[src/design/sha3_pad_pkg.sv]
/*
  Shared widths, the Keccak rate table, state and mux encodings and the
  function padding constants of the SHA-3 padding unit.
  Modules pull these in with a wildcard import in their body.
*/
package sha3_pad_pkg;

  ////////////////////////////////////////
  // widths
  ////////////////////////////////////////

  // message and keccak data paths are one 64-bit lane wide
  localparam int msg_width      = 64;
  localparam int msg_strb_w     = msg_width / 8;
  // word address into the rate part of the 1600-bit state
  localparam int keccak_addr_w  = 5;
  // the counter must reach the largest rate, which is 21 words
  localparam int keccak_count_w = 5;
  // encode_string(N) || encode_string(S), prepared by software
  localparam int ns_bytes       = 46;
  // two bytepad header bytes plus the N/S string give 48 bytes
  localparam int prefix_words   = 6;

  ////////////////////////////////////////
  // configuration encodings
  ////////////////////////////////////////

  typedef enum logic [2:0] {l128, l224, l256, l384, l512} keccak_strength_e;

  // rate in 64-bit words, indexed by strength
  localparam int keccak_rate [5] = '{21, 18, 17, 13, 9};

  typedef enum logic [1:0] {sha3, shake, cshake} sha3_mode_e;

  // domain bits followed by the first 1 of pad10*1, LSB first
  localparam logic [4:0] funcpad_sha3   = 5'b00110;
  localparam logic [4:0] funcpad_shake  = 5'b11111;
  localparam logic [4:0] funcpad_cshake = 5'b00100;
  // no domain bits, only the leading 1 of pad10*1
  localparam logic [4:0] funcpad_none   = 5'b00001;

  ////////////////////////////////////////
  // FSM and mux encodings
  ////////////////////////////////////////

  typedef enum logic [3:0] {
    st_idle,
    st_prefix,
    st_prefix_wait,
    st_message,
    st_message_wait,
    st_pad,
    st_pad_run,
    st_pad01,
    st_pad_flush
  } pad_st_e;

  typedef enum logic [2:0] {
    mux_none,
    mux_fifo,
    mux_prefix,
    mux_funcpad,
    mux_zero_end
  } mux_sel_e;

endpackage

[src/design/pad_config.sv]
/*
  Operation configuration. Mode and strength are captured on start and
  held for the whole operation, then turned into the block size in words,
  the function pad bits and the two-byte bytepad header for cSHAKE.
*/
`timescale 1ns/1ps

module pad_config (
  input  logic                                    clk_i,
  input  logic                                    rst_ni,
  input  logic                                    start_i,
  input  sha3_pad_pkg::sha3_mode_e                mode_i,
  input  sha3_pad_pkg::keccak_strength_e          strength_i,
  output logic                                    is_cshake_o,
  output logic [sha3_pad_pkg::keccak_count_w-1:0] block_limit_o,
  output logic [4:0]                              funcpad_o,
  output logic [15:0]                             bytepad_hdr_o
);
  import sha3_pad_pkg::*;

  sha3_mode_e       mode_q;
  keccak_strength_e strength_q;

  // software may rewrite the config registers mid-operation, so only the
  // value seen at start counts
  always_ff @(posedge clk_i or negedge rst_ni) begin
    if (!rst_ni) begin
      mode_q     <= sha3;
      strength_q <= l256;
    end else if (start_i) begin
      mode_q     <= mode_i;
      strength_q <= strength_i;
    end
  end

  assign is_cshake_o = (mode_q == cshake);

  // block size in words, also the address where pad10*1 ends
  always_comb begin
    unique case (strength_q)
      l128:    block_limit_o = keccak_count_w'(keccak_rate[l128]);
      l224:    block_limit_o = keccak_count_w'(keccak_rate[l224]);
      l256:    block_limit_o = keccak_count_w'(keccak_rate[l256]);
      l384:    block_limit_o = keccak_count_w'(keccak_rate[l384]);
      l512:    block_limit_o = keccak_count_w'(keccak_rate[l512]);
      default: block_limit_o = '0;
    endcase
  end

  always_comb begin
    unique case (mode_q)
      sha3:    funcpad_o = funcpad_sha3;
      shake:   funcpad_o = funcpad_shake;
      cshake:  funcpad_o = funcpad_cshake;
      default: funcpad_o = funcpad_none;
    endcase
  end

  // left_encode(rate in bytes): length byte 0x01 first, then words times 8
  assign bytepad_hdr_o = {block_limit_o, 3'b000, 8'h01};

  // every legal strength gives a real block size once start is captured
  block_limit_nonzero_a: assert property (
    @(posedge clk_i) disable iff (!rst_ni)
    start_i |=> block_limit_o != '0);

endmodule

[src/design/pad_fsm.sv]
/*
  Padding control FSM. Sequences prefix, message, function pad and zero
  fill, counts the beats of each block, asks the permutation to run when
  a block is full and pulses absorbed after the final permutation.
*/
`timescale 1ns/1ps

module pad_fsm (
  input  logic                                    clk_i,
  input  logic                                    rst_ni,
  input  logic                                    start_i,
  input  logic                                    process_i,
  input  logic                                    done_i,
  input  sha3_pad_pkg::sha3_mode_e                mode_i,
  input  logic [sha3_pad_pkg::keccak_count_w-1:0] block_limit_i,
  input  logic                                    msg_valid_i,
  input  logic                                    msg_partial_i,
  input  logic                                    keccak_ready_i,
  input  logic                                    keccak_complete_i,
  input  logic                                    keccak_valid_i,
  output sha3_pad_pkg::mux_sel_e                  sel_mux_o,
  output logic                                    fsm_valid_o,
  output logic                                    hold_msg_o,
  output logic                                    en_msgbuf_o,
  output logic                                    clr_msgbuf_o,
  output logic                                    end_of_block_o,
  output logic [sha3_pad_pkg::keccak_count_w-1:0] sent_count_o,
  output logic                                    keccak_run_o,
  output logic                                    absorbed_o
);
  import sha3_pad_pkg::*;

  pad_st_e                   st_q, st_d;
  logic [keccak_count_w-1:0] sent_count_q;
  logic                      clr_sentmsg;
  logic                      keccak_ack;
  logic                      block_full;
  logic                      process_q;
  logic                      absorbed_d;

  ////////////////////////////////////////
  // beat counter and flags
  ////////////////////////////////////////

  assign keccak_ack = keccak_valid_i & keccak_ready_i;

  // counts accepted beats in the current block, doubling as the address
  always_ff @(posedge clk_i or negedge rst_ni) begin
    if (!rst_ni) begin
      sent_count_q <= '0;
    end else if (clr_sentmsg) begin
      sent_count_q <= '0;
    end else if (keccak_ack) begin
      sent_count_q <= sent_count_q + 1'b1;
    end
  end

  assign sent_count_o = sent_count_q;

  // all rate slots written, the permutation can run
  assign block_full     = (sent_count_q == block_limit_i);
  // the current beat lands in the last slot of the block
  assign end_of_block_o = ((sent_count_q + 1'b1) == block_limit_i);

  // process may arrive while the prefix is still going out
  always_ff @(posedge clk_i or negedge rst_ni) begin
    if (!rst_ni) begin
      process_q <= 1'b0;
    end else if (process_i) begin
      process_q <= 1'b1;
    end else if (done_i) begin
      process_q <= 1'b0;
    end
  end

  ////////////////////////////////////////
  // state machine
  ////////////////////////////////////////

  always_ff @(posedge clk_i or negedge rst_ni) begin
    if (!rst_ni) begin
      st_q       <= st_idle;
      absorbed_o <= 1'b0;
    end else begin
      st_q       <= st_d;
      absorbed_o <= absorbed_d;
    end
  end

  always_comb begin
    st_d         = st_q;
    sel_mux_o    = mux_none;
    fsm_valid_o  = 1'b0;
    hold_msg_o   = 1'b0;
    en_msgbuf_o  = 1'b0;
    clr_msgbuf_o = 1'b0;
    clr_sentmsg  = 1'b0;
    keccak_run_o = 1'b0;
    absorbed_d   = 1'b0;

    unique case (st_q)
      // the config is not latched yet, so the raw mode picks the path
      st_idle: begin
        if (start_i) begin
          st_d = (mode_i == cshake) ? st_prefix : st_message;
        end
      end

      // prefix words first, then zeros up to the block end
      st_prefix: begin
        sel_mux_o = mux_prefix;
        if (block_full) begin
          st_d         = st_prefix_wait;
          keccak_run_o = 1'b1;
          clr_sentmsg  = 1'b1;
        end else begin
          fsm_valid_o = 1'b1;
        end
      end

      st_prefix_wait: begin
        sel_mux_o = mux_prefix;
        if (keccak_complete_i) begin
          st_d = st_message;
        end
      end

      // a partial word is only buffered here and goes out in st_pad;
      // a full block wins over a pending process request
      st_message: begin
        sel_mux_o = mux_fifo;
        if (msg_valid_i && msg_partial_i) begin
          en_msgbuf_o = 1'b1;
        end else if (block_full) begin
          st_d         = st_message_wait;
          keccak_run_o = 1'b1;
          clr_sentmsg  = 1'b1;
          hold_msg_o   = 1'b1;
        end else if (process_q) begin
          st_d = st_pad;
        end
      end

      st_message_wait: begin
        sel_mux_o  = mux_fifo;
        hold_msg_o = 1'b1;
        if (keccak_complete_i) begin
          st_d = st_message;
        end
      end

      // buffered bytes plus function pad; in the last slot the word also
      // closes pad10*1 and no zero fill follows
      st_pad: begin
        sel_mux_o   = mux_funcpad;
        fsm_valid_o = 1'b1;
        if (keccak_ack && end_of_block_o) begin
          st_d         = st_pad_run;
          clr_msgbuf_o = 1'b1;
          clr_sentmsg  = 1'b1;
        end else if (keccak_ack) begin
          st_d         = st_pad01;
          clr_msgbuf_o = 1'b1;
        end
      end

      st_pad_run: begin
        st_d         = st_pad_flush;
        keccak_run_o = 1'b1;
        clr_sentmsg  = 1'b1;
      end

      // zero words, the last one carrying the closing 1 at bit 63
      st_pad01: begin
        sel_mux_o = mux_zero_end;
        if (block_full) begin
          st_d         = st_pad_flush;
          keccak_run_o = 1'b1;
          clr_sentmsg  = 1'b1;
        end else begin
          fsm_valid_o = 1'b1;
        end
      end

      // final permutation in flight
      st_pad_flush: begin
        clr_sentmsg  = 1'b1;
        clr_msgbuf_o = 1'b1;
        if (keccak_complete_i) begin
          st_d       = st_idle;
          absorbed_d = 1'b1;
        end
      end

      default: begin
        st_d = st_idle;
      end
    endcase
  end

  ////////////////////////////////////////
  // assertions
  ////////////////////////////////////////

  run_pulse_a: assert property (
    @(posedge clk_i) disable iff (!rst_ni)
    keccak_run_o |=> !keccak_run_o);

  absorbed_pulse_a: assert property (
    @(posedge clk_i) disable iff (!rst_ni)
    absorbed_o |=> !absorbed_o);

  // the datapath valid never points past the rate
  addr_in_rate_a: assert property (
    @(posedge clk_i) disable iff (!rst_ni)
    keccak_valid_i |-> sent_count_q < block_limit_i);

  // zero fill only starts when the pad word left slots open, so the
  // first cycle of st_pad01 has at least one zero word to send
  pad01_not_at_end_a: assert property (
    @(posedge clk_i) disable iff (!rst_ni)
    (st_q == st_pad && st_d == st_pad01) |=> !block_full && sent_count_q != '0);

endmodule

[src/design/pad_datapath.sv]
/*
  Padding datapath. Builds the word on the Keccak port from the message,
  the cSHAKE prefix, the buffered partial word merged with the function
  pad, or the zero-fill word, and steers valid and ready by the FSM mux.
*/
`timescale 1ns/1ps

module pad_datapath (
  input  logic                                    clk_i,
  input  logic                                    rst_ni,
  input  logic                                    msg_valid_i,
  input  logic [sha3_pad_pkg::msg_width-1:0]      msg_data_i,
  input  logic [sha3_pad_pkg::msg_strb_w-1:0]     msg_strb_i,
  input  logic [sha3_pad_pkg::ns_bytes*8-1:0]     ns_data_i,
  input  logic [15:0]                             bytepad_hdr_i,
  input  logic [4:0]                              funcpad_i,
  input  sha3_pad_pkg::mux_sel_e                  sel_mux_i,
  input  logic                                    fsm_valid_i,
  input  logic                                    hold_msg_i,
  input  logic                                    en_msgbuf_i,
  input  logic                                    clr_msgbuf_i,
  input  logic                                    end_of_block_i,
  input  logic [sha3_pad_pkg::keccak_count_w-1:0] sent_count_i,
  input  logic                                    keccak_ready_i,
  output logic                                    msg_partial_o,
  output logic                                    msg_ready_o,
  output logic                                    keccak_valid_o,
  output logic [sha3_pad_pkg::keccak_addr_w-1:0]  keccak_addr_o,
  output logic [sha3_pad_pkg::msg_width-1:0]      keccak_data_o
);
  import sha3_pad_pkg::*;

  logic [prefix_words*msg_width-1:0] prefix;
  logic [msg_width-1:0]              prefix_word;
  logic [msg_width-9:0]              msg_buf_q;
  logic [msg_strb_w-2:0]             msg_strb_q;
  logic [2:0]                        pad_byte;
  logic [msg_width-1:0]              pad_word;
  logic [msg_width-1:0]              zero_end_word;

  ////////////////////////////////////////
  // prefix
  ////////////////////////////////////////

  // header in the two low bytes, the N/S string behind it
  assign prefix = {ns_data_i, bytepad_hdr_i};

  // slots past the prefix read as zero, which is the bytepad fill
  always_comb begin
    prefix_word = '0;
    for (int i = 0; i < prefix_words; i++) begin
      if (sent_count_i == keccak_count_w'(i)) prefix_word = prefix[msg_width*i +: msg_width];
    end
  end

  ////////////////////////////////////////
  // partial word buffer and pad word
  ////////////////////////////////////////

  // only a message's last word may leave strobes low
  assign msg_partial_o = ~&msg_strb_i;

  // a partial word has at most 7 bytes, so byte 7 is never kept
  always_ff @(posedge clk_i) begin
    if (en_msgbuf_i) begin
      msg_buf_q <= msg_data_i[msg_width-9:0];
    end
  end

  // the strobes decide which buffered bytes are real
  always_ff @(posedge clk_i or negedge rst_ni) begin
    if (!rst_ni) begin
      msg_strb_q <= '0;
    end else if (en_msgbuf_i) begin
      msg_strb_q <= msg_strb_i[msg_strb_w-2:0];
    end else if (clr_msgbuf_i) begin
      msg_strb_q <= '0;
    end
  end

  // strobes are contiguous from byte 0, so the highest set one gives
  // the count of kept bytes
  always_comb begin
    pad_byte = 3'd0;
    for (int i = 0; i < msg_strb_w - 1; i++) begin
      if (msg_strb_q[i]) pad_byte = 3'(i + 1);
    end
  end

  // kept bytes, function pad in the next byte, pad10*1 end bit on top
  always_comb begin
    pad_word = '0;
    for (int i = 0; i < msg_strb_w - 1; i++) begin
      if (msg_strb_q[i]) pad_word[8*i +: 8] = msg_buf_q[8*i +: 8];
    end
    pad_word[8*pad_byte +: 5] = funcpad_i;
    pad_word[msg_width-1]     = end_of_block_i;
  end

  assign zero_end_word = {end_of_block_i, {(msg_width-1){1'b0}}};

  ////////////////////////////////////////
  // output mux
  ////////////////////////////////////////

  assign keccak_addr_o = sent_count_i;

  always_comb begin
    unique case (sel_mux_i)
      mux_fifo:     keccak_data_o = msg_data_i;
      mux_prefix:   keccak_data_o = prefix_word;
      mux_funcpad:  keccak_data_o = pad_word;
      mux_zero_end: keccak_data_o = zero_end_word;
      default:      keccak_data_o = '0;
    endcase
  end

  // a buffered partial word is acked without going to the Keccak port
  always_comb begin
    keccak_valid_o = 1'b0;
    msg_ready_o    = 1'b0;
    unique case (sel_mux_i)
      mux_fifo: begin
        keccak_valid_o = msg_valid_i & ~hold_msg_i & ~en_msgbuf_i;
        msg_ready_o    = en_msgbuf_i | (keccak_ready_i & ~hold_msg_i);
      end
      mux_prefix, mux_funcpad, mux_zero_end: begin
        keccak_valid_o = fsm_valid_i;
      end
      default: begin
        keccak_valid_o = 1'b0;
      end
    endcase
  end

  // the FSM only buffers words whose top byte strobe is low
  msgbuf_partial_a: assert property (
    @(posedge clk_i) disable iff (!rst_ni)
    en_msgbuf_i |-> msg_valid_i && !msg_strb_i[msg_strb_w-1]);

endmodule

[src/design/sha3_pad.sv]
/*
  SHA-3 sponge padding unit. Feeds message words, an optional cSHAKE
  prefix and the final padding into the rate of an external Keccak
  state, requesting one permutation per block.
*/
`timescale 1ns/1ps

module sha3_pad (
  input  logic                                   clk_i,
  input  logic                                   rst_ni,
  // message stream
  input  logic                                   msg_valid_i,
  input  logic [sha3_pad_pkg::msg_width-1:0]     msg_data_i,
  input  logic [sha3_pad_pkg::msg_strb_w-1:0]    msg_strb_i,
  output logic                                   msg_ready_o,
  // encoded N/S string, only read in cSHAKE
  input  logic [sha3_pad_pkg::ns_bytes*8-1:0]    ns_data_i,
  // writes into the Keccak rate
  output logic                                   keccak_valid_o,
  output logic [sha3_pad_pkg::keccak_addr_w-1:0] keccak_addr_o,
  output logic [sha3_pad_pkg::msg_width-1:0]     keccak_data_o,
  input  logic                                   keccak_ready_i,
  // permutation handshake
  output logic                                   keccak_run_o,
  input  logic                                   keccak_complete_i,
  // configuration, captured on start
  input  sha3_pad_pkg::sha3_mode_e               mode_i,
  input  sha3_pad_pkg::keccak_strength_e         strength_i,
  // operation pulses
  input  logic                                   start_i,
  input  logic                                   process_i,
  input  logic                                   done_i,
  output logic                                   absorbed_o
);
  import sha3_pad_pkg::*;

  logic                      is_cshake;
  logic [keccak_count_w-1:0] block_limit;
  logic [4:0]                funcpad;
  logic [15:0]               bytepad_hdr;
  mux_sel_e                  sel_mux;
  logic                      fsm_valid;
  logic                      hold_msg;
  logic                      en_msgbuf;
  logic                      clr_msgbuf;
  logic                      end_of_block;
  logic [keccak_count_w-1:0] sent_count;
  logic                      msg_partial;

  pad_config pad_config_inst (
    .clk_i         (clk_i),
    .rst_ni        (rst_ni),
    .start_i       (start_i),
    .mode_i        (mode_i),
    .strength_i    (strength_i),
    .is_cshake_o   (is_cshake),
    .block_limit_o (block_limit),
    .funcpad_o     (funcpad),
    .bytepad_hdr_o (bytepad_hdr)
  );

  pad_fsm pad_fsm_inst (
    .clk_i             (clk_i),
    .rst_ni            (rst_ni),
    .start_i           (start_i),
    .process_i         (process_i),
    .done_i            (done_i),
    .mode_i            (mode_i),
    .block_limit_i     (block_limit),
    .msg_valid_i       (msg_valid_i),
    .msg_partial_i     (msg_partial),
    .keccak_ready_i    (keccak_ready_i),
    .keccak_complete_i (keccak_complete_i),
    .keccak_valid_i    (keccak_valid_o),
    .sel_mux_o         (sel_mux),
    .fsm_valid_o       (fsm_valid),
    .hold_msg_o        (hold_msg),
    .en_msgbuf_o       (en_msgbuf),
    .clr_msgbuf_o      (clr_msgbuf),
    .end_of_block_o    (end_of_block),
    .sent_count_o      (sent_count),
    .keccak_run_o      (keccak_run_o),
    .absorbed_o        (absorbed_o)
  );

  pad_datapath pad_datapath_inst (
    .clk_i          (clk_i),
    .rst_ni         (rst_ni),
    .msg_valid_i    (msg_valid_i),
    .msg_data_i     (msg_data_i),
    .msg_strb_i     (msg_strb_i),
    .ns_data_i      (ns_data_i),
    .bytepad_hdr_i  (bytepad_hdr),
    .funcpad_i      (funcpad),
    .sel_mux_i      (sel_mux),
    .fsm_valid_i    (fsm_valid),
    .hold_msg_i     (hold_msg),
    .en_msgbuf_i    (en_msgbuf),
    .clr_msgbuf_i   (clr_msgbuf),
    .end_of_block_i (end_of_block),
    .sent_count_i   (sent_count),
    .keccak_ready_i (keccak_ready_i),
    .msg_partial_o  (msg_partial),
    .msg_ready_o    (msg_ready_o),
    .keccak_valid_o (keccak_valid_o),
    .keccak_addr_o  (keccak_addr_o),
    .keccak_data_o  (keccak_data_o)
  );

  // the FSM picks the prefix path from the raw mode, the config from the
  // latched one, and both must agree on every prefix beat
  prefix_only_cshake_a: assert property (
    @(posedge clk_i) disable iff (!rst_ni)
    keccak_valid_o && sel_mux == mux_prefix |-> is_cshake);

endmodule

[config.mk]
export PLATFORM = sky130hd
export DESIGN_NAME = sha3_pad
export DESIGN_NICKNAME = d
export VERILOG_FILES = /design/src/design/sha3_pad_pkg.sv /design/src/design/pad_config.sv /design/src/design/pad_fsm.sv /design/src/design/pad_datapath.sv /design/src/design/sha3_pad.sv
export SDC_FILE = /design/constraint.sdc
export NUM_CORES = 1
export LEC_CHECK = 0
export BUFFER_PORTS_ARGS = -buffer_cell sky130_fd_sc_hd__buf_4
export CORE_AREA = 2 2 203 205
export DETAILED_ROUTE_END_ITERATION = 12
export DIE_AREA = 0 0 205 207
export PLACE_DENSITY = 0.51
export SLEW_MARGIN = 20
export SYNTH_ARGS = -nofsm -noshare
export SYNTH_HDL_FRONTEND = slang
export SYNTH_SLANG_ARGS = --single-unit
[constraint.sdc]
create_clock -name clk_i -period 3.4 [get_ports clk_i]
set_input_delay 0.68 -clock clk_i [delete_from_list [all_inputs] [get_ports clk_i]]
set_output_delay 0.68 -clock clk_i [all_outputs]
set_load 0.05 [all_outputs]
==> impl_metrics.env <==
export IMPL_status="finished with violations"
export IMPL_violations="setup timing"
export IMPL_nNetsFinal=2062
export IMPL_ys_seq_area_share_pct=29.7
export IMPL_core_um2=40400
export IMPL_post_dp_cell_area_um2=13600
export IMPL_slew_headroom_pct=36.7
export IMPL_setup_viol=64
export IMPL_drc=0
export IMPL_ioPinCount=526
export IMPL_via_per_inst=5.32
export IMPL_clock_skew_ns=0.0134
export IMPL_drt_iter0_markers=855
export IMPL_power_mw=18.9
export IMPL_rr_worst_depth=9
export IMPL_tightest_slew_ns=0.950
export IMPL_synth_distinct_cells=65
export IMPL_num_vias=11400
export IMPL_syn_area_per_cell_um2=7.82
export IMPL_async_reset_ff_share_pct=29.1
export IMPL_grt_pass1_vias=11600
export IMPL_slew_violations=0
export IMPL_grt_overflow_total=0
export IMPL_layoutNonFillerInstCount=2142
export IMPL_portBuffers=525
export IMPL_mostFrequentLayoutCell="buf_4"
export IMPL_syn_num_nets=1435
export IMPL_clkSlewWorstSetupHoldPaths_ns=0.07
export IMPL_rsz0062_at_grt="true"
export IMPL_final_area_um2=16100
export IMPL_clock_latency_ns=0.36
export IMPL_cts_sinks=79
export IMPL_startpoint_type="flop"
export IMPL_drive_gt1_share_pct=62.5
export IMPL_worstSetupPathType="flop to output port"
export IMPL_hold_viol_final=0
export IMPL_place_congestion=0.936
export IMPL_cts_buffer_depth=2
export IMPL_cts_made_buffers=9
export IMPL_grt_pass1_wl_um=82000
export IMPL_fillers=4098
export IMPL_setup_tns_ns=-15.03
export IMPL_rows=74
export IMPL_htreeDepth=3
export IMPL_cts_tree="built"
export IMPL_routed_wl_um=59800
export IMPL_power_leakage_nw=6.53
export IMPL_crit_start="pad_datapath_inst.msg_strb_q[1]"
export IMPL_area_delta_synth_final_pct=112
export IMPL_drtAntennaViolNets=0
export IMPL_drt_pass1_iter_count=4
export IMPL_max_vdd_ir_drop_uv=459
export IMPL_hold_class="input pin to async pin"
export IMPL_reg2reg_from="pad_fsm_inst.sent_count_o[3]"
export IMPL_grt_usage_pct=26.9
export IMPL_grt_max_degree=71
export IMPL_mostFrequentLayoutCells="buf_4, nand2_1, buf_6"
export IMPL_place_ws_ns=-0.252
export IMPL_grt_antenna_before_repair=6
export IMPL_maxCapViolCount=0
export IMPL_worst_path_max_fanout=7
export IMPL_die_area_um2=42400
export IMPL_clockRootBuffer="clkbuf_16"
export IMPL_fin_crit_sh_pct=113
export IMPL_synth_warnings=0
export IMPL_synth_area_um2=7610
export IMPL_max_freq_ghz=0.260
export IMPL_synth_seq_cells=79
export IMPL_min_period_ns=3.84
export IMPL_dp_cells=2062
export IMPL_syn_inst=974
export IMPL_p_per_area_nw_per_um2=1170
export IMPL_cts_hold_buffers=0
export IMPL_yosys_most_used_dff="edfxtp_1"
export IMPL_layout_setup_ws_ns=-0.441
export IMPL_crit_arrival_ns=3.16
export IMPL_crit_required_ns=2.72
export IMPL_die_x_um=205
export IMPL_start_util_pct=18.9
export IMPL_fp_dieH_um=207
export IMPL_synth_edf_count=56
export IMPL_dpl_hpwl_um=47700
export IMPL_wire_per_inst_um=27.9
export IMPL_worst_setup_path_end_kind="output port"
[state kept, by name, summed over array words and instances (netlist names)]
name                          count
pad_datapath_inst.msg_buf_q      56
pad_datapath_inst.msg_strb_q      7
pad_fsm_inst.sent_count_o         5
pad_fsm_inst.st_q                 4
pad_config_inst.strength_q        3
pad_config_inst.mode_q            2
pad_fsm_inst.absorbed_o           1
pad_fsm_inst.process_q            1
[synthesized netlist by cell type (5+ instances only)]
library cell  number  area, um^2
nor3_1            25         125
edfxtp_1          56        1680
buf_1              7        26.3
inv_1             12        45.0
buf_2             13        65.1
nor4_1            12        75.1
o31ai_1            5        37.5
nand2b_1          10        62.6
nor2b_1           18         113
clkbuf_1          81         304
a22oi_1           35         263
o21ai_1           44         220
nand2_1          112         420
nand4_1            5        31.3
a221oi_1          37         324
and2_1             6        37.5
o221ai_1          16         140
a221o_1           42         420
a31oi_1            7        43.8
ha_1               8         100
a21oi_1           86         430
dfrtp_1           22         551
o21ai_0           57         285
a211oi_1          23         173
nand3_1           27         135
nor2_1            53         199
mux2i_1            7        70.1
a32oi_1           39         342
o211ai_1          27         203
o22ai_1           18         113
[cell type report]
cell class / count / area, um^2 / area share (%)
clock buffers: 11 / 233 / 1.44
diodes: 4 / 10.0 / 0.0621
repair buffers: 719 / 6160 / 38.2
inverters: 13 / 51.3 / 0.318
multi-input cells: 779 / 6660 / 41.3
clock inverters: 5 / 82.6 / 0.512
flip-flops and latches: 79 / 2260 / 14.0
well taps: 532 / 666 / 4.13
[kinds of logic after synthesis]
| logic type | synth area share [%] |
|---|---|
| AO/OA/AOI/OAI | 42.1 |
| XOR/XNOR | 0.690 |
| adder cells (fa/ha/maj) | 1.31 |
| buffers and inverters | 6.28 |
| flip-flops | 29.7 |
| multiplexers | 1.22 |
| AND/OR/NAND/NOR | 18.7 |
[through the flow]
stage / utilization (%) / hold slack (ns)
final: 39.9 / 0.226
after global routing: 39.9 / 0.249
after CTS: 37.9 / 0.233
after detailed placement: 33.8 / 0.545
after global placement: 33.8 / 0.547
after floorplan: - / 0.384
[per-layer routing]
layer  GRT usage (%)  part of all wire, %
met2            44.7                   48
met4            8.68                  2.9
met3            5.93                  8.1
met1            34.5                   41
met5               0                0.022
[path summary, 6_finish.rpt]
check / end / slack (ns)
worst max-delay path: keccak_data_o[34] / -0.44
worst min-delay path: pad_config_inst.strength_q[0] / 0.23
worst max register to register: pad_fsm_inst.st_q[0] / 0.64
worst min register to register: pad_fsm_inst.process_q / 0.56
max in group asynchronous: pad_config_inst.strength_q[1] / 2.87
min in group clk_i: pad_fsm_inst.process_q / 0.49
[power breakdown]
part / internal (mW) / switching (mW)
sequential: 1.27 / 0.187
combinational: 6.53 / 9.77
clock: 0.647 / 0.449
total: 8.45 / 10.4
[critical path: stages, from the launching register on]
cell	delay [ns]
dfrtp_1	0.41
nor2b_2	0.12
o21bai_1	0.08
a21oi_2	0.16
or2_4	0.16
inv_2	0.04
ha_4	0.15
ha_4	0.30
nand2_4	0.06
or4b_4	0.59
mux2i_1	0.17
a22oi_1	0.19
buf_4	0.15
o21ai_4	0.05
buf_6	0.16
[what timing repair did]
| action | in CTS | in global routing |
|---|---|---|
| gates resized for setup | 241 | 153 |
| endpoints found under the setup margin | 66 | 67 |
| buffers inserted | 32 | 34 |
| pin swaps | 115 | 122 |
| cloned | 9 | 3 |
(Power assumes the default switching activity.)
